$ cat src/csr_settings.svh
// RV32 only, fixed ID values below are read-only and not configurable at run time
`ifndef CSR_SETTINGS_SVH
`define CSR_SETTINGS_SVH

// --------------------
// widths
`define XLEN              32
`define CSR_ADDR_W        12
// low address bits that pick a bit in mcounteren / scounteren
`define CNT_IDX_W         5

// --------------------
// privilege codes
`define M_MODE            2'd3
`define S_MODE            2'd1
`define U_MODE            2'd0

// --------------------
// machine bank addresses
`define CSR_MSTATUS       12'h300
`define CSR_MISA          12'h301
`define CSR_MEDELEG       12'h302
`define CSR_MIDELEG       12'h303
`define CSR_MIE           12'h304
`define CSR_MTVEC         12'h305
`define CSR_MCOUNTEREN    12'h306
`define CSR_MCOUNTINHIBIT 12'h320
`define CSR_MSCRATCH      12'h340
`define CSR_MEPC          12'h341
`define CSR_MCAUSE        12'h342
`define CSR_MTVAL         12'h343
`define CSR_MIP           12'h344
`define CSR_MVENDORID     12'hF11
`define CSR_MARCHID       12'hF12
`define CSR_MIMPID        12'hF13
`define CSR_MHARTID       12'hF14

// supervisor bank addresses
`define CSR_SSTATUS       12'h100
`define CSR_SIE           12'h104
`define CSR_STVEC         12'h105
`define CSR_SCOUNTEREN    12'h106
`define CSR_SSCRATCH      12'h140
`define CSR_SEPC          12'h141
`define CSR_SCAUSE        12'h142
`define CSR_STVAL         12'h143
`define CSR_SIP           12'h144
`define CSR_SATP          12'h180

// counter bank addresses, machine view
`define CSR_MCYCLE        12'hB00
`define CSR_MINSTRET      12'hB02
`define CSR_MCYCLEH       12'hB80
`define CSR_MINSTRETH     12'hB82
// user view, read-only, gated by counter enables
`define CSR_CYCLE         12'hC00
`define CSR_TIME          12'hC01
`define CSR_INSTRET       12'hC02
`define CSR_CYCLEH        12'hC80
`define CSR_TIMEH         12'hC81
`define CSR_INSTRETH      12'hC82

// --------------------
// fixed read-only values
// misa: MXL=1 (32 bit), extensions I, M, S, U
`define MISA_VALUE        32'h4014_1100
`define VENDOR_ID         32'h0000_0000
`define ARCH_ID           32'h0000_0000
`define IMP_ID            32'h0000_0001
`define HART_ID           32'h0000_0000

`endif

$ cat src/csr_pkg.sv
// shared vector types for the CSR read path, widths come from csr_settings.svh
`include "csr_settings.svh"

package csr_pkg;

   // --------------------
   // register-wide value
   typedef logic [`XLEN-1:0]       xlen_t;

   // 64 bit counter or timer, split into lo/hi halves on read
   typedef logic [2*`XLEN-1:0]     dword_t;

   // CSR address as carried in the instruction
   typedef logic [`CSR_ADDR_W-1:0] csr_addr_t;

   // privilege mode code, see M_MODE / S_MODE / U_MODE
   typedef logic [1:0]             priv_mode_t;

   // --------------------
   // interrupt bits of one privilege level
   // [2] external, [1] timer, [0] software
   // same layout for enable and pending
   typedef logic [2:0]             irq_bits_t;

endpackage

$ cat src/csr_counter_access.sv
// U-mode needs both mcounteren and scounteren bits set, reserved mode codes deny
`include "csr_settings.svh"

module csr_counter_access
(
   input  csr_pkg::priv_mode_t    mode,
   input  logic [`CNT_IDX_W-1:0]  cnt_idx,
   input  csr_pkg::xlen_t         mcounteren,
   input  csr_pkg::xlen_t         scounteren,
   output logic                   cnt_av
);

   // --------------------
   // counter read permission
   // cnt_idx is the low address bits, 0 = CY, 1 = TM, 2 = IR
   always_comb
   begin
      case (mode)
         // machine mode sees every counter
         `M_MODE:
         begin
            cnt_av = 1'b1;
         end
         // supervisor gated by the machine enable only
         `S_MODE:
         begin
            cnt_av = mcounteren[cnt_idx];
         end
         // user needs both levels to pass it down
         `U_MODE:
         begin
            cnt_av = mcounteren[cnt_idx] & scounteren[cnt_idx];
         end
         // reserved code, deny
         default:
         begin
            cnt_av = 1'b0;
         end
      endcase
   end

endmodule

$ cat src/csr_machine_rd.sv
// machine-mode lookup only, misa and the ID registers are constants from the settings header
`include "csr_settings.svh"

module csr_machine_rd
(
   input  csr_pkg::csr_addr_t  csr_rd_addr,
   input  csr_pkg::xlen_t      mstatus,
   input  csr_pkg::xlen_t      medeleg,
   input  csr_pkg::xlen_t      mideleg,
   input  csr_pkg::xlen_t      mtvec,
   input  csr_pkg::xlen_t      mcounteren,
   input  csr_pkg::xlen_t      mcountinhibit,
   input  csr_pkg::xlen_t      mscratch,
   input  csr_pkg::xlen_t      mepc,
   input  csr_pkg::xlen_t      mcause,
   input  csr_pkg::xlen_t      mtval,
   input  csr_pkg::irq_bits_t  m_irq_en,
   input  csr_pkg::irq_bits_t  m_irq_pend,
   input  csr_pkg::irq_bits_t  s_irq_en,
   input  csr_pkg::irq_bits_t  s_irq_pend,
   output logic                machine_hit,
   output csr_pkg::xlen_t      machine_data
);

   import csr_pkg::*;

   xlen_t mie_word;
   xlen_t mip_word;

   // --------------------
   // mie / mip packing
   // bit 11/9 external, 7/5 timer, 3/1 software (machine/supervisor)
   // even bits and 31:12 read as zero
   assign mie_word = {20'b0,
                      m_irq_en[2], 1'b0, s_irq_en[2], 1'b0,
                      m_irq_en[1], 1'b0, s_irq_en[1], 1'b0,
                      m_irq_en[0], 1'b0, s_irq_en[0], 1'b0};

   assign mip_word = {20'b0,
                      m_irq_pend[2], 1'b0, s_irq_pend[2], 1'b0,
                      m_irq_pend[1], 1'b0, s_irq_pend[1], 1'b0,
                      m_irq_pend[0], 1'b0, s_irq_pend[0], 1'b0};

   // --------------------
   // address decode
   // hit by default, cleared for any address not in this bank
   always_comb
   begin
      machine_hit  = 1'b1;
      machine_data = '0;
      case (csr_rd_addr)
         // status and trap setup
         `CSR_MSTATUS:       machine_data = mstatus;
         `CSR_MISA:          machine_data = `MISA_VALUE;
         `CSR_MEDELEG:       machine_data = medeleg;
         `CSR_MIDELEG:       machine_data = mideleg;
         `CSR_MIE:           machine_data = mie_word;
         `CSR_MTVEC:         machine_data = mtvec;
         `CSR_MCOUNTEREN:    machine_data = mcounteren;
         // counter setup
         `CSR_MCOUNTINHIBIT: machine_data = mcountinhibit;
         // trap handling
         `CSR_MSCRATCH:      machine_data = mscratch;
         `CSR_MEPC:          machine_data = mepc;
         `CSR_MCAUSE:        machine_data = mcause;
         `CSR_MTVAL:         machine_data = mtval;
         `CSR_MIP:           machine_data = mip_word;
         // information registers, read-only constants
         `CSR_MVENDORID:     machine_data = `VENDOR_ID;
         `CSR_MARCHID:       machine_data = `ARCH_ID;
         `CSR_MIMPID:        machine_data = `IMP_ID;
         `CSR_MHARTID:       machine_data = `HART_ID;
         // not a machine register, data stays zero
         default:            machine_hit  = 1'b0;
      endcase
   end

endmodule

$ cat src/csr_super_rd.sv
// supervisor-mode lookup, no N extension so sedeleg/sideleg do not exist
`include "csr_settings.svh"

module csr_super_rd
(
   input  csr_pkg::csr_addr_t  csr_rd_addr,
   input  csr_pkg::xlen_t      sstatus,
   input  csr_pkg::xlen_t      stvec,
   input  csr_pkg::xlen_t      scounteren,
   input  csr_pkg::xlen_t      sscratch,
   input  csr_pkg::xlen_t      sepc,
   input  csr_pkg::xlen_t      scause,
   input  csr_pkg::xlen_t      stval,
   input  csr_pkg::xlen_t      satp,
   input  csr_pkg::irq_bits_t  s_irq_en,
   input  csr_pkg::irq_bits_t  s_irq_pend,
   output logic                super_hit,
   output csr_pkg::xlen_t      super_data
);

   import csr_pkg::*;

   xlen_t sie_word;
   xlen_t sip_word;

   // --------------------
   // sie / sip packing
   // external at 9, timer at 5, software at 1
   // machine bits are hidden from this view
   assign sie_word = {22'b0, s_irq_en[2], 3'b0, s_irq_en[1], 3'b0, s_irq_en[0], 1'b0};
   assign sip_word = {22'b0, s_irq_pend[2], 3'b0, s_irq_pend[1], 3'b0, s_irq_pend[0], 1'b0};

   // --------------------
   // address decode
   always_comb
   begin
      super_hit  = 1'b1;
      super_data = '0;
      case (csr_rd_addr)
         // status and trap setup
         `CSR_SSTATUS:    super_data = sstatus;
         `CSR_SIE:        super_data = sie_word;
         `CSR_STVEC:      super_data = stvec;
         `CSR_SCOUNTEREN: super_data = scounteren;
         // trap handling
         `CSR_SSCRATCH:   super_data = sscratch;
         `CSR_SEPC:       super_data = sepc;
         `CSR_SCAUSE:     super_data = scause;
         // stval reads its own register here
         `CSR_STVAL:      super_data = stval;
         `CSR_SIP:        super_data = sip_word;
         // address translation
         `CSR_SATP:       super_data = satp;
         default:         super_hit  = 1'b0;
      endcase
   end

endmodule

$ cat src/csr_counter_rd.sv
// only cycle, time and instret, no hpm counters; user view needs cnt_av from the access check
`include "csr_settings.svh"

module csr_counter_rd
(
   input  csr_pkg::csr_addr_t  csr_rd_addr,
   input  csr_pkg::dword_t     mcycle,
   input  csr_pkg::dword_t     minstret,
   input  csr_pkg::dword_t     mtime,
   input  logic                cnt_av,
   output logic                counter_hit,
   output csr_pkg::xlen_t      counter_data
);

   import csr_pkg::*;

   logic  mach_sel;
   logic  user_sel;
   xlen_t sel_data;

   // --------------------
   // half select
   // machine view always readable, user view only when permitted
   always_comb
   begin
      mach_sel = 1'b0;
      user_sel = 1'b0;
      sel_data = '0;
      case (csr_rd_addr)
         `CSR_MCYCLE:    begin mach_sel = 1'b1; sel_data = mcycle[`XLEN-1:0];          end
         `CSR_MINSTRET:  begin mach_sel = 1'b1; sel_data = minstret[`XLEN-1:0];        end
         `CSR_MCYCLEH:   begin mach_sel = 1'b1; sel_data = mcycle[2*`XLEN-1:`XLEN];    end
         `CSR_MINSTRETH: begin mach_sel = 1'b1; sel_data = minstret[2*`XLEN-1:`XLEN];  end
         // user view, time comes from the platform timer
         `CSR_CYCLE:     begin user_sel = 1'b1; sel_data = mcycle[`XLEN-1:0];          end
         `CSR_TIME:      begin user_sel = 1'b1; sel_data = mtime[`XLEN-1:0];           end
         `CSR_INSTRET:   begin user_sel = 1'b1; sel_data = minstret[`XLEN-1:0];        end
         `CSR_CYCLEH:    begin user_sel = 1'b1; sel_data = mcycle[2*`XLEN-1:`XLEN];    end
         `CSR_TIMEH:     begin user_sel = 1'b1; sel_data = mtime[2*`XLEN-1:`XLEN];     end
         `CSR_INSTRETH:  begin user_sel = 1'b1; sel_data = minstret[2*`XLEN-1:`XLEN];  end
         default:        sel_data = '0;
      endcase
   end

   // --------------------
   // denied user read looks like a missing register
   assign counter_hit  = mach_sel | (user_sel & cnt_av);

   // zero data without a hit so the merge can OR the banks
   assign counter_data = counter_hit ? sel_data : '0;

endmodule

$ cat src/csr_rd_merge.sv
// banks must drive zero data when they miss, and address ranges must not overlap
`include "csr_settings.svh"

module csr_rd_merge
(
   input  logic            clk,
   input  logic            reset,
   input  logic            machine_hit,
   input  logic            super_hit,
   input  logic            counter_hit,
   input  csr_pkg::xlen_t  machine_data,
   input  csr_pkg::xlen_t  super_data,
   input  csr_pkg::xlen_t  counter_data,
   output logic            csr_rd_avail,
   output csr_pkg::xlen_t  csr_rd_data
);

   import csr_pkg::*;

   logic  any_hit;
   xlen_t any_data;

   // --------------------
   // combine banks
   // at most one bank hits, the others contribute zeros
   assign any_hit  = machine_hit | super_hit | counter_hit;
   assign any_data = machine_data | super_data | counter_data;

   // --------------------
   // response register, one read per cycle, no stall
   always_ff @(posedge clk)
   begin
      if (reset)
      begin
         csr_rd_avail <= 1'b0;
         csr_rd_data  <= '0;
      end
      else
      begin
         csr_rd_avail <= any_hit;
         csr_rd_data  <= any_data;
      end
   end

endmodule

$ cat src/csr_av_rdata.sv
// read result appears one cycle after the address; no N ext, PMP, hpm counters or debug CSRs
`include "csr_settings.svh"

module csr_av_rdata
(
   input  logic                clk,
   input  logic                reset,

   // read request, sampled every cycle
   input  csr_pkg::csr_addr_t  csr_rd_addr,
   input  csr_pkg::priv_mode_t mode,

   // machine registers
   input  csr_pkg::xlen_t      mstatus,
   input  csr_pkg::xlen_t      medeleg,
   input  csr_pkg::xlen_t      mideleg,
   input  csr_pkg::xlen_t      mtvec,
   input  csr_pkg::xlen_t      mcounteren,
   input  csr_pkg::xlen_t      mcountinhibit,
   input  csr_pkg::xlen_t      mscratch,
   input  csr_pkg::xlen_t      mepc,
   input  csr_pkg::xlen_t      mcause,
   input  csr_pkg::xlen_t      mtval,
   input  csr_pkg::irq_bits_t  m_irq_en,
   input  csr_pkg::irq_bits_t  m_irq_pend,

   // supervisor registers
   input  csr_pkg::xlen_t      sstatus,
   input  csr_pkg::xlen_t      stvec,
   input  csr_pkg::xlen_t      scounteren,
   input  csr_pkg::xlen_t      sscratch,
   input  csr_pkg::xlen_t      sepc,
   input  csr_pkg::xlen_t      scause,
   input  csr_pkg::xlen_t      stval,
   input  csr_pkg::xlen_t      satp,
   input  csr_pkg::irq_bits_t  s_irq_en,
   input  csr_pkg::irq_bits_t  s_irq_pend,

   // counters and platform timer
   input  csr_pkg::dword_t     mcycle,
   input  csr_pkg::dword_t     minstret,
   input  csr_pkg::dword_t     mtime,

   // registered response
   output csr_pkg::xlen_t      csr_rd_data,
   output logic                csr_rd_avail
);

   import csr_pkg::*;

   logic  cnt_av;
   logic  machine_hit;
   logic  super_hit;
   logic  counter_hit;
   xlen_t machine_data;
   xlen_t super_data;
   xlen_t counter_data;

   // --------------------
   // counter permission, low address bits pick the enable bit
   csr_counter_access u_counter_access
   (
      .mode         (mode),
      .cnt_idx      (csr_rd_addr[`CNT_IDX_W-1:0]),
      .mcounteren   (mcounteren),
      .scounteren   (scounteren),
      .cnt_av       (cnt_av)
   );

   // --------------------
   // register banks
   csr_machine_rd u_machine_rd
   (
      .csr_rd_addr   (csr_rd_addr),
      .mstatus       (mstatus),
      .medeleg       (medeleg),
      .mideleg       (mideleg),
      .mtvec         (mtvec),
      .mcounteren    (mcounteren),
      .mcountinhibit (mcountinhibit),
      .mscratch      (mscratch),
      .mepc          (mepc),
      .mcause        (mcause),
      .mtval         (mtval),
      .m_irq_en      (m_irq_en),
      .m_irq_pend    (m_irq_pend),
      .s_irq_en      (s_irq_en),
      .s_irq_pend    (s_irq_pend),
      .machine_hit   (machine_hit),
      .machine_data  (machine_data)
   );

   csr_super_rd u_super_rd
   (
      .csr_rd_addr  (csr_rd_addr),
      .sstatus      (sstatus),
      .stvec        (stvec),
      .scounteren   (scounteren),
      .sscratch     (sscratch),
      .sepc         (sepc),
      .scause       (scause),
      .stval        (stval),
      .satp         (satp),
      .s_irq_en     (s_irq_en),
      .s_irq_pend   (s_irq_pend),
      .super_hit    (super_hit),
      .super_data   (super_data)
   );

   csr_counter_rd u_counter_rd
   (
      .csr_rd_addr  (csr_rd_addr),
      .mcycle       (mcycle),
      .minstret     (minstret),
      .mtime        (mtime),
      .cnt_av       (cnt_av),
      .counter_hit  (counter_hit),
      .counter_data (counter_data)
   );

   // --------------------
   // merge and register
   csr_rd_merge u_rd_merge
   (
      .clk          (clk),
      .reset        (reset),
      .machine_hit  (machine_hit),
      .super_hit    (super_hit),
      .counter_hit  (counter_hit),
      .machine_data (machine_data),
      .super_data   (super_data),
      .counter_data (counter_data),
      .csr_rd_avail (csr_rd_avail),
      .csr_rd_data  (csr_rd_data)
   );

endmodule

$ cat config.mk
export PLATFORM = sky130hd
export DESIGN_NAME = csr_av_rdata
export DESIGN_NICKNAME = d
export VERILOG_FILES = /design/src/csr_pkg.sv /design/src/csr_counter_access.sv /design/src/csr_machine_rd.sv /design/src/csr_super_rd.sv /design/src/csr_counter_rd.sv /design/src/csr_rd_merge.sv /design/src/csr_av_rdata.sv
export VERILOG_INCLUDE_DIRS = /design/src /design/src/src
export SDC_FILE = /design/constraint.sdc
export NUM_CORES = 1
export LEC_CHECK = 0
export BUFFER_PORTS_ARGS = -buffer_cell sky130_fd_sc_hd__buf_2
export CAP_MARGIN = 15
export CELL_PAD_IN_SITES_DETAIL_PLACEMENT = 0
export CELL_PAD_IN_SITES_GLOBAL_PLACEMENT = 2
export CORE_AREA = 3 3 319 321
export CTS_CLUSTER_SIZE = 28
export DETAILED_ROUTE_END_ITERATION = 16
export DIE_AREA = 0 0 322 324
export PLACE_DENSITY_LB_ADDON = 0.1
export SLEW_MARGIN = 20
export SYNTH_ARGS = -nofsm -noshare
export SYNTH_HDL_FRONTEND = slang
export SYNTH_HIERARCHICAL = 1
export SYNTH_SLANG_ARGS = --single-unit
$ cat constraint.sdc
create_clock -name clk -period 2.9 [get_ports clk]
set_input_delay 0 -clock clk [delete_from_list [all_inputs] [get_ports clk]]
set_output_delay 0 -clock clk [all_outputs]
set_load 0.02 [all_outputs]
==> metrics.yaml, run 1 <==
die:
  die_h_um: 324
  pin_count: 829
  start_util_pct: 9.27
  die_area_sq_mm: 0.104
  die_x_um: 322
  row_count: 116
  core_region_area_sq_mm: 0.0996
placement:
  globalplace.congestion: 0.846
  pre_cts_slack_ns: -0.362
  dpl_cell_area_sq_mm: 0.0156
  place_inst: 3345
  dp_hpwl_mm: 93.2
  io_buffers: 828
synthesis:
  synth-edff-count: 0
  yosysUniqueCellTypes: 84
  synthCells: 1197
  synthArstFlopShare_pct: 0
  postSynthNetCount: 1993
  syn_area_per_cell_sq_um: 7.71
  syn_area_sq_mm: 0.00923
  synth_top_area_share_pct: 11.8
  ys_ff_latch: 33
  seq_area_frac_synth_pct: 7.16
  synthFlopType: "dfxtp_1"
  synth_warnings: 6
  yosysTopAreaCell: "mux2i_1"
  synthTopCellsByArea: "mux2i_1, mux2_2, a22oi_1, dfxtp_1, nand3b_1"
setup_path:
  arrival_ns: 2.89
  critPathKind: "input pin to register"
  start_kind: "input pin"
  max_stage_delay_ns: 0.91
  slowest_stage: "a222oi_1"
  cp-end-kind: "register"
  path_cells: "buf_2 -> buf_4 -> buf_4 -> nor2_1 -> nand2_1 -> nor2_1 -> a222oi_1 -> buf_4 -> nand3_1 -> nor3_1 -> nor2_1"
  worstPathRequired_ns: 3.06
  crit_family: "buffers and inverters"
  crit_fanout: 21
  cp_num_buf_inv: 4
routing:
  firstDrtPassIters: 5
  detail-route-antenna-nets: 0
  vias: 14151
  wl_per_cell_um: 31.1
  drc: 0
  wl_mm: 105
  drt_iter0_drc: 1035
  via_per_inst: 4.20
clocking:
  root_buffer: "clkbuf_16"
  htreeDepth: 2
  cts.sinks: 33
  clk_pin_slew_ns: 0.06
  cts_tree: "yes"
  cts_buffer_depth: 2
  cts_buffers: 5
run:
  max-cap-violations: 0
timing:
  slew_headroom_pct: 31.0
  setup_violations: 0
  fmax_mhz: 366
  hold_violations: 0
  fin_ws_ns: 0.166
  worstMarginPinSlew_ns: 1.04
  finalMaxSlewViolations: 0
  period_needed_ns: 2.73
  rsz0062_at_grt: "false"
  post-route-period-util_pct: 94.3
power_and_ir_drop:
  p_leak_nw: 6.91
  vdd_drop_max_uv: 243
  power_density_mw_per_mm2: 159
  power_mw: 2.51
status:
  outcome: "finished, final reports clean"
finish:
  area_growth_pct: 71.5
  num-nets-final: 2850
  fin_util_pct: 15.9
  design_area_sq_mm: 0.0158
  drive_above_1_share_pct: 55.1
  n_fill_cell: 11618
  final_cell_mix: "buf_2, buf_4, mux2i_1, a22oi_1, nand3_1"
  layout_commonest_cell: "buf_2"
  final_cell_count_no_fill: 3369
global_route:
  grt_max_degree: 83
  grt_pass1_vias: 15064
  grt_overflow: 0
  antenna_found_initial: 41
  grt_pass1_wl_mm: 134
  grt.total_usage_pct: 18.8
worst_hold_path:
  hold_path.class: "input pin to register"
==> state kept, by name, indices dropped and copies added, names as in the netlist <==
register,cells
u_rd_merge/csr_rd_avail,1
u_rd_merge/csr_rd_data,32
==> power breakdown <==
group / internal, mW / switching, mW
clock network: 0.307 / 0.214
registers: 0.454 / 0.000328
logic: 0.737 / 0.799
total: 1.50 / 1.01
==> logic make-up after synthesis <==
family,after synthesis,synth area share [%]
compound gates,377,30.4
buf+inv,163,10.1
flops,33,7.16
mux,193,25.0
simple gates,431,27.4
==> worst paths after layout <==
kind           start                    endpoint  slack, ns  cells after the start
max   csr_rd_addr[2]  u_rd_merge/csr_rd_data[27]       0.17                     11
min      medeleg[10]  u_rd_merge/csr_rd_data[10]       0.05                      5
==> Yosys cell counts, types with 7 or more instances <==
| cell type | n |
|---|---|
| mux2i_1 | 109 |
| buf_6 | 16 |
| mux4_2 | 16 |
| nor2_2 | 28 |
| a222oi_1 | 27 |
| a211oi_1 | 29 |
| nor2_1 | 42 |
| nand3_1 | 75 |
| a21oi_1 | 54 |
| nor2b_1 | 10 |
| a22o_1 | 17 |
| buf_2 | 37 |
| buf_4 | 7 |
| a22oi_1 | 90 |
| o21ai_0 | 49 |
| a31oi_1 | 9 |
| nand2_1 | 70 |
| a221oi_1 | 13 |
| inv_1 | 33 |
| o2111ai_1 | 26 |
| nand3b_1 | 56 |
| o32ai_1 | 30 |
| buf_1 | 11 |
| dfxtp_1 | 33 |
| nor3_1 | 74 |
| clkbuf_1 | 48 |
| mux2_2 | 62 |
==> per-stage QoR <==
| step | hold slack (ns) | setup TNS (ns) |
|---|---|---|
| detailed placement | 0.360 | -9.78 |
| floorplan | 0.215 | 0 |
| finish | 0.0543 | 0 |
| CTS | 0.0532 | 0 |
| global placement | 0.381 | -10.45 |
| global route | 0.110 | 0 |
==> worst min-delay path, delay by kind of cell <==
kind	cells	cell delay [ns]
AO/OA/AOI/OAI	1	0.05
buffers and inverters	1	0.08
AND/OR/NAND/NOR	3	0.19
==> area by class of cell <==
class	count	area, sq um	area share (%)
sequential	33	661	4.17
inverter	33	124	0.783
clock inverter	1	5.00	0.0316
multi-input combinational	1001	7700	48.7
antenna	18	45.0	0.285
timing repair buffer	980	5540	35.0
clock buffer	5	125	0.791
tap	1298	1620	10.3
==> what timing repair did <==
item,in CTS,in global routing
hold buffers,0,0
endpoints found under the setup margin,22,18
resized for setup,1,1
setup buffers,0,0
gates cloned,0,0
==> layer usage <==
metal	vias to the layer above	share of wire [%]	global-route usage, %
met2	569	53	35.6
met5	-	0.11	0
li1	6524	-	-
met4	18	1.0	2.25
met3	64	4.9	2.49
met1	6976	41	23.0
Note: power is estimated with default switching activity, not from simulation.
==> run 2, diff against run 1 <==
- ABC_AREA: unset -> 1
- CORE_AREA: 3 3 319 321 -> 3 3 325 327
- DIE_AREA: 0 0 322 324 -> 0 0 328 330
==> run 2 against run 1 <==
Sequential cell count unchanged. Maximum frequency increased by 4.7%. Clock-buffer cell count unchanged. Critical path depth increased by 9. Sequential power about the same. Power decreased by 17%. Combinational power decreased by 36%. Synthesized cell count increased by 87%. Clock power increased by 26%. Critical endpoint is now u_rd_merge/csr_rd_data[19]. Largest cell class unchanged. Highest routed layer unchanged.
==> metrics.yaml, run 2 <==
timing:
  fmax_mhz: 383  # +4.7%
  hold_violations: 0  # unchanged
  post-route-period-util_pct: 90.0  # -4.2 points
  rsz0062_at_grt: "false"
  slew_headroom_pct: 24.7  # -6.3 points
  finalMaxSlewViolations: 0  # unchanged
  worstMarginPinSlew_ns: 1.13  # +0.0945 ns
  setup_violations: 0  # unchanged
  period_needed_ns: 2.61  # -0.123 ns
  tns_ns: 0  # unchanged
  whs_ns: 0.164  # +0.110 ns
routing:
  wl_per_cell_um: 24.8  # -20%
  wl_mm: 110  # +5.1%
  via_per_inst: 3.85  # -8.4%
  detail-route-antenna-nets: 0  # unchanged
  vias: 17037  # +20%
  firstDrtPassIters: 5  # unchanged
  drt_iter0_drc: 873  # -16%
  drc: 0  # unchanged
synthesis:
  synthTopCellsByCount: "nand2_1, nor2_1, nand3_1, inv_1, buf_2"
  yosysTopAreaCell: "nand2_1"
  synth_warnings: 6  # unchanged
  synthArstFlopShare_pct: 0  # unchanged
  yosysUniqueCellTypes: 28  # -67%
  synthCells: 2240  # +87%
  synth_top_area_share_pct: 29.5  # +18 points
  synthFlopType: "dfxtp_1"
  syn_area_sq_mm: 0.0102  # +11%
  postSynthNetCount: 3036  # +52%
  syn_area_per_cell_sq_um: 4.57  # -41%
  synth-edff-count: 0  # unchanged
  synthTopCellsByArea: "nand2_1, nand3_1, nor2_1, inv_1, dfxtp_1"
  seq_area_frac_synth_pct: 6.46  # -0.70 points
  yosysMostFrequentCell: "nand2_1"
  ys_ff_latch: 33  # unchanged
setup_path:
  cp-end-kind: "register"
  arrival_ns: 2.84  # -0.05 ns
  worstPathRequired_ns: 3.12  # +0.06 ns
  critPathKind: "input pin to register"
  start_kind: "input pin"
  crit_fanout: 29  # +38%
finish:
  regMostFlops: "u_rd_merge/csr_rd_data"
  num-nets-final: 3827  # +34%
  design_area_sq_mm: 0.0164  # +3.9%
  layout_commonest_cell: "buf_2"
  seqCellArea_sq_um: 661  # unchanged
  drive_above_1_share_pct: 32.8  # -22 points
  final_cell_mix: "buf_2, nand2_1, nor2_1, nand3_1, inv_1"
  n_fill_cell: 12603  # +8.5%
  reg.largest.list: "u_rd_merge/csr_rd_data (32), u_rd_merge/csr_rd_avail (1)"
  area_growth_pct: 60.8
  multi_input_area_sq_mm: 0.00779  # +1.2%
  largest_reg_flops: 32  # unchanged
global_route:
  antenna_found_initial: 51  # +24%
  grt.total_usage_pct: 19.3  # +0.54 points
  grt_overflow: 0  # unchanged
  grt_pass1_vias: 18102  # +20%
  grt_pass1_wl_mm: 145  # +8.5%
  grt_max_degree: 74  # -11%
clocking:
  postCtsSetupBuffers: 0  # unchanged
  htreeDepth: 2  # unchanged
  cts_buffer_depth: 2  # unchanged
  cts.sinks: 33  # unchanged
  ctsHoldBuffers: 0  # unchanged
  cts_tree: "yes"
  root_buffer: "clkbuf_16"
  clk_pin_slew_ns: 0.07  # about the same
  cts_buffers: 5  # unchanged
  cts_resized: 0  # -1
status:
  outcome: "finished, final reports clean"
worst_hold_path:
  hold_path.class: "input pin to register"
power_and_ir_drop:
  vdd_drop_max_uv: 152  # -37%
  power_density_mw_per_mm2: 127  # -20%
  p_leak_nw: 9.87  # +43%
  power_mw: 2.09  # -17%
die:
  row_count: 118  # +1.7%
  die_area_sq_mm: 0.108  # +3.7%
  die_x_um: 328  # +1.9%
  core_region_area_sq_mm: 0.103  # +3.7%
  pin_count: 829  # unchanged
  die_h_um: 330  # +1.9%
  start_util_pct: 9.91  # +0.65 points
placement:
  io_buffers: 828  # unchanged
  dp_hpwl_mm: 95.7  # +2.7%
  globalplace.congestion: 0.834  # -1.4%
  dpl_cell_area_sq_mm: 0.0163  # +3.9%
run:
  max-cap-violations: 0  # unchanged
## run 2: cell types whose count changed in the layout (fill, tap and decap cells not counted), sizes merged, moves of 62 or more
cell   delta
inv     +258
mux2     -62
nor2    +405
nor3     -74
nand3   +339
buf      -79
mux2i   -109
nand2   +739
a22oi    -90
## run 2: kinds of logic after synthesis
group                  after synthesis  share of synthesized area (%)
AND/OR/NAND/NOR                   1720                           70.1
buffers and inverters              408                           18.1
flip-flops                          33                           6.46
AO/OA/AOI/OAI                       79                           5.38
## run 2: where the power goes
group / switching (mW) / total [mW] / internal (mW)
registers: 0.000514 / 0.454 / 0.454
logic: 0.519 / 0.979 / 0.460
clock network: 0.258 / 0.658 / 0.401
total: 0.777 / 2.09 / 1.31
## run 2: cell type report
type | instances | share of cell area, %
Tap cell | 1380 | 10.5
Timing Repair Buffer | 901 | 30.3
Sequential cell | 33 | 4.02
Clock inverter | 2 | 0.213
Multi-Input combinational cell | 1799 | 47.4
Antenna cell | 15 | 0.228
Clock buffer | 5 | 0.761
Inverter | 291 | 6.64
## run 2: critical path, stage by stage
cell     delay [ns]
buf_2          0.17
buf_4          0.19
inv_2          0.42
nand2_1        0.11
nand3_1        0.11
nand3_1        0.09
nand2_1        0.10
nand2_1        0.08
nand3_1        0.08
nand3_1        0.08
nand2_1        0.10
nand2_1        0.18
inv_1          0.15
nand2_1        0.10
nand2_4        0.06
buf_4          0.34
nand2_1        0.17
inv_1          0.10
nor2_1         0.05
a21oi_2        0.10
## run 2: metal layers
metal,vias to the layer above,track usage (%),wire length [um]
met5,-,0,253
met2,540,36.5,57200
met3,68,3.80,5870
met4,40,2.02,922
met1,7936,23.0,45700
li1,8453,-,-
## run 2: final timing paths
path | end | cells after the start | start | slack [ns]
min | u_rd_merge/csr_rd_data[14] | 7 | scause[14] | 0.16
max | u_rd_merge/csr_rd_data[19] | 20 | csr_rd_addr[0] | 0.29
## run 2: metrics by stage
| stage | util (%) | setup WS (ns) | cells |
|---|---|---|---|
| after floorplan | - | 1.30 | 2240 |
| after detailed placement | 15.7 | -0.0167 | 4404 |
| after global routing | 15.9 | 0.0959 | 4416 |
| final | 15.9 | 0.289 | 4426 |
| after CTS | 15.9 | 0.286 | 4411 |
| after global placement | 15.7 | 0.00575 | 4404 |
==> run 3, diff against run 2 <==
- CAP_MARGIN: 15 -> 5
- REMOVE_ABC_BUFFERS: unset -> 1
==> run 3 against run 2 <==
Clock power shrank 7.0%. Sequential power about the same. Combinational power up 0.8%. Maximum frequency down 4.2%. Die area unchanged. Cell area up 0.88%. First-iteration DRC count up 8.5%. Core utilization is 0.14 points higher. Wire length fell by 4.1%. Worst setup slack worse by 0.11 ns. Critical endpoint is now u_rd_merge/csr_rd_data[27].
==> metrics.yaml, run 3 (synthesized netlist as in run 2, its figures left out) <==
worst_hold_path:
  hold_path.class: "input pin to register"
global_route:
  antenna_found_initial: 64  # +25%
  grt_pass1_vias: 18098  # -0.022%
  grt_max_degree: 58  # -22%
  grt_overflow: 0  # unchanged
  grt.total_usage_pct: 18.5  # -0.83 points
  grt_pass1_wl_mm: 139  # -4.1%
finish:
  regMostFlops: "u_rd_merge/csr_rd_data"
  layout_commonest_cell: "buf_2"
  final_cell_mix: "buf_2, nand2_1, nor2_1, nand3_1, inv_1"
  drive_above_1_share_pct: 33.3  # +0.51 points
  area_growth_pct: 62.2
  largest_reg_flops: 32  # unchanged
  design_area_sq_mm: 0.0166  # +0.88%
  seqCellArea_sq_um: 661  # unchanged
  num-nets-final: 3846  # +0.50%
  multi_input_area_sq_mm: 0.00784  # +0.58%
  reg.largest.list: "u_rd_merge/csr_rd_data (32), u_rd_merge/csr_rd_avail (1)"
  n_fill_cell: 12498  # -0.83%
clocking:
  cts_buffers: 5  # unchanged
  cts_buffer_depth: 2  # unchanged
  cts_tree: "yes"
  clk_pin_slew_ns: 0.07  # about the same
  htreeDepth: 2  # unchanged
  cts.sinks: 33  # unchanged
  ctsHoldBuffers: 0  # unchanged
  root_buffer: "clkbuf_16"
power_and_ir_drop:
  vdd_drop_max_uv: 192  # +26%
  power_density_mw_per_mm2: 124  # -2.7%
  p_leak_nw: 9.94  # +0.71%
setup_path:
  arrival_ns: 2.90  # +0.06 ns
  cp_num_buf_inv: 6  # unchanged
  cp-end-kind: "register"
  crit_family: "simple AND/OR/NAND/NOR gates"
  worstPathRequired_ns: 3.07  # -0.05 ns
  cp_common_cell: "nand2_1"
  start_kind: "input pin"
  path_cells: "buf_2 -> buf_4 -> buf_4 -> nor2_1 -> o21ai_0 -> nand3_1 -> nand3_1 -> nand3_1 -> nand2_1 -> nand2_1 -> nand2_1 -> inv_1 -> nand2_1 -> nand2_4 -> buf_4 -> nand2_1 -> inv_1 -> nor2_1 -> a21oi_1"
  slowest_stage: "buf_2"
  max_stage_delay_ns: 0.43  # about the same
  crit_fanout: 17  # -41%
  critPathKind: "input pin to register"
timing:
  worstMarginPinSlew_ns: 1.00  # -0.131 ns
  finalMaxSlewViolations: 0  # unchanged
  period_needed_ns: 2.72  # +0.113 ns
  fin_ws_ns: 0.175  # -0.113 ns
  fmax_mhz: 367  # -4.2%
  rsz0062_at_grt: "false"
  post-route-period-util_pct: 93.9  # +3.9 points
  whs_ns: 0.0573  # -0.107 ns
  setup_violations: 0  # unchanged
  hold_violations: 0  # unchanged
  tns_ns: 0  # unchanged
  slew_headroom_pct: 33.1  # +8.5 points
placement:
  globalplace.congestion: 0.839  # +0.55%
  pre_cts_slack_ns: -0.518  # -0.501 ns
  dp_hpwl_mm: 91.1  # -4.7%
  io_buffers: 828  # unchanged
  dpl_cell_area_sq_mm: 0.0163  # +0.59%
routing:
  drc: 0  # unchanged
  drt_iter0_drc: 947  # +8.5%
  wl_mm: 105  # -4.1%
  via_per_inst: 3.80  # -1.2%
  detail-route-antenna-nets: 0  # unchanged
  wl_per_cell_um: 23.6  # -5.0%
  vias: 16980  # -0.33%
  firstDrtPassIters: 5  # unchanged
die:
  start_util_pct: 9.91  # unchanged
  row_count: 118  # unchanged
  die_h_um: 330  # unchanged
  core_region_area_sq_mm: 0.103  # unchanged
  pin_count: 829  # unchanged
  die_x_um: 328  # unchanged
  die_area_sq_mm: 0.108  # unchanged
run:
  max-cap-violations: 0  # unchanged
status:
  outcome: "finished, final reports clean"
[run 3: cell types whose count changed in the layout (fill, tap and decap cells not counted), moves of 2 or more]
cell     change
buf_4       +25
diode_2     +19
nor2_4       +8
buf_12       -6
nor2_2       -6
nor2_1       -2
[run 3: routing by layer]
metal	vias to the layer above	wire length (um)	track usage [%]
li1	8530	-	-
met1	7713	43300	21.9
met2	599	54100	34.2
met3	98	6270	4.00
met4	40	1530	3.43
met5	-	256	0
[run 3: final timing paths]
check / start / endpoint / cells after the start
hold / removal: reset / u_rd_merge/csr_rd_data[29] / 2
setup / recovery: csr_rd_addr[1] / u_rd_merge/csr_rd_data[27] / 19
[run 3: final cells by class]
cell class | instances | share of cell area (%)
clock buffer | 6 | 0.777
clock inverter | 2 | 0.0603
timing repair buffer | 920 | 30.4
tap | 1380 | 10.4
antenna | 34 | 0.513
multi-input combinational | 1799 | 47.2
sequential | 33 | 3.98
inverter | 291 | 6.62
[run 3: power by group]
part	switching [mW]	leakage (nW)	internal (mW)
Combinational	0.526	9.61	0.462
Sequential	0.000391	0.266	0.454
Clock	0.294	0.0708	0.318
Total	0.820	9.94	1.23
[run 3: timing repair]
item | in CTS | in global routing
gates resized for setup | 2 | 2
buffers inserted | 2 | 0
pin swaps | 0 | 0
setup endpoints to repair | 3 | 4
[run 3: through the flow]
stage          instances  utilization, %  total power, mW
2_1_floorplan       2123               -            0.649
3_3_place_gp        4421            15.8             1.48
3_5_place_dp        4421            15.8             1.47
4_1_cts             4431            16.0             2.13
5_1_grt             4448            16.0             2.21
6_report            4465            16.1             2.05
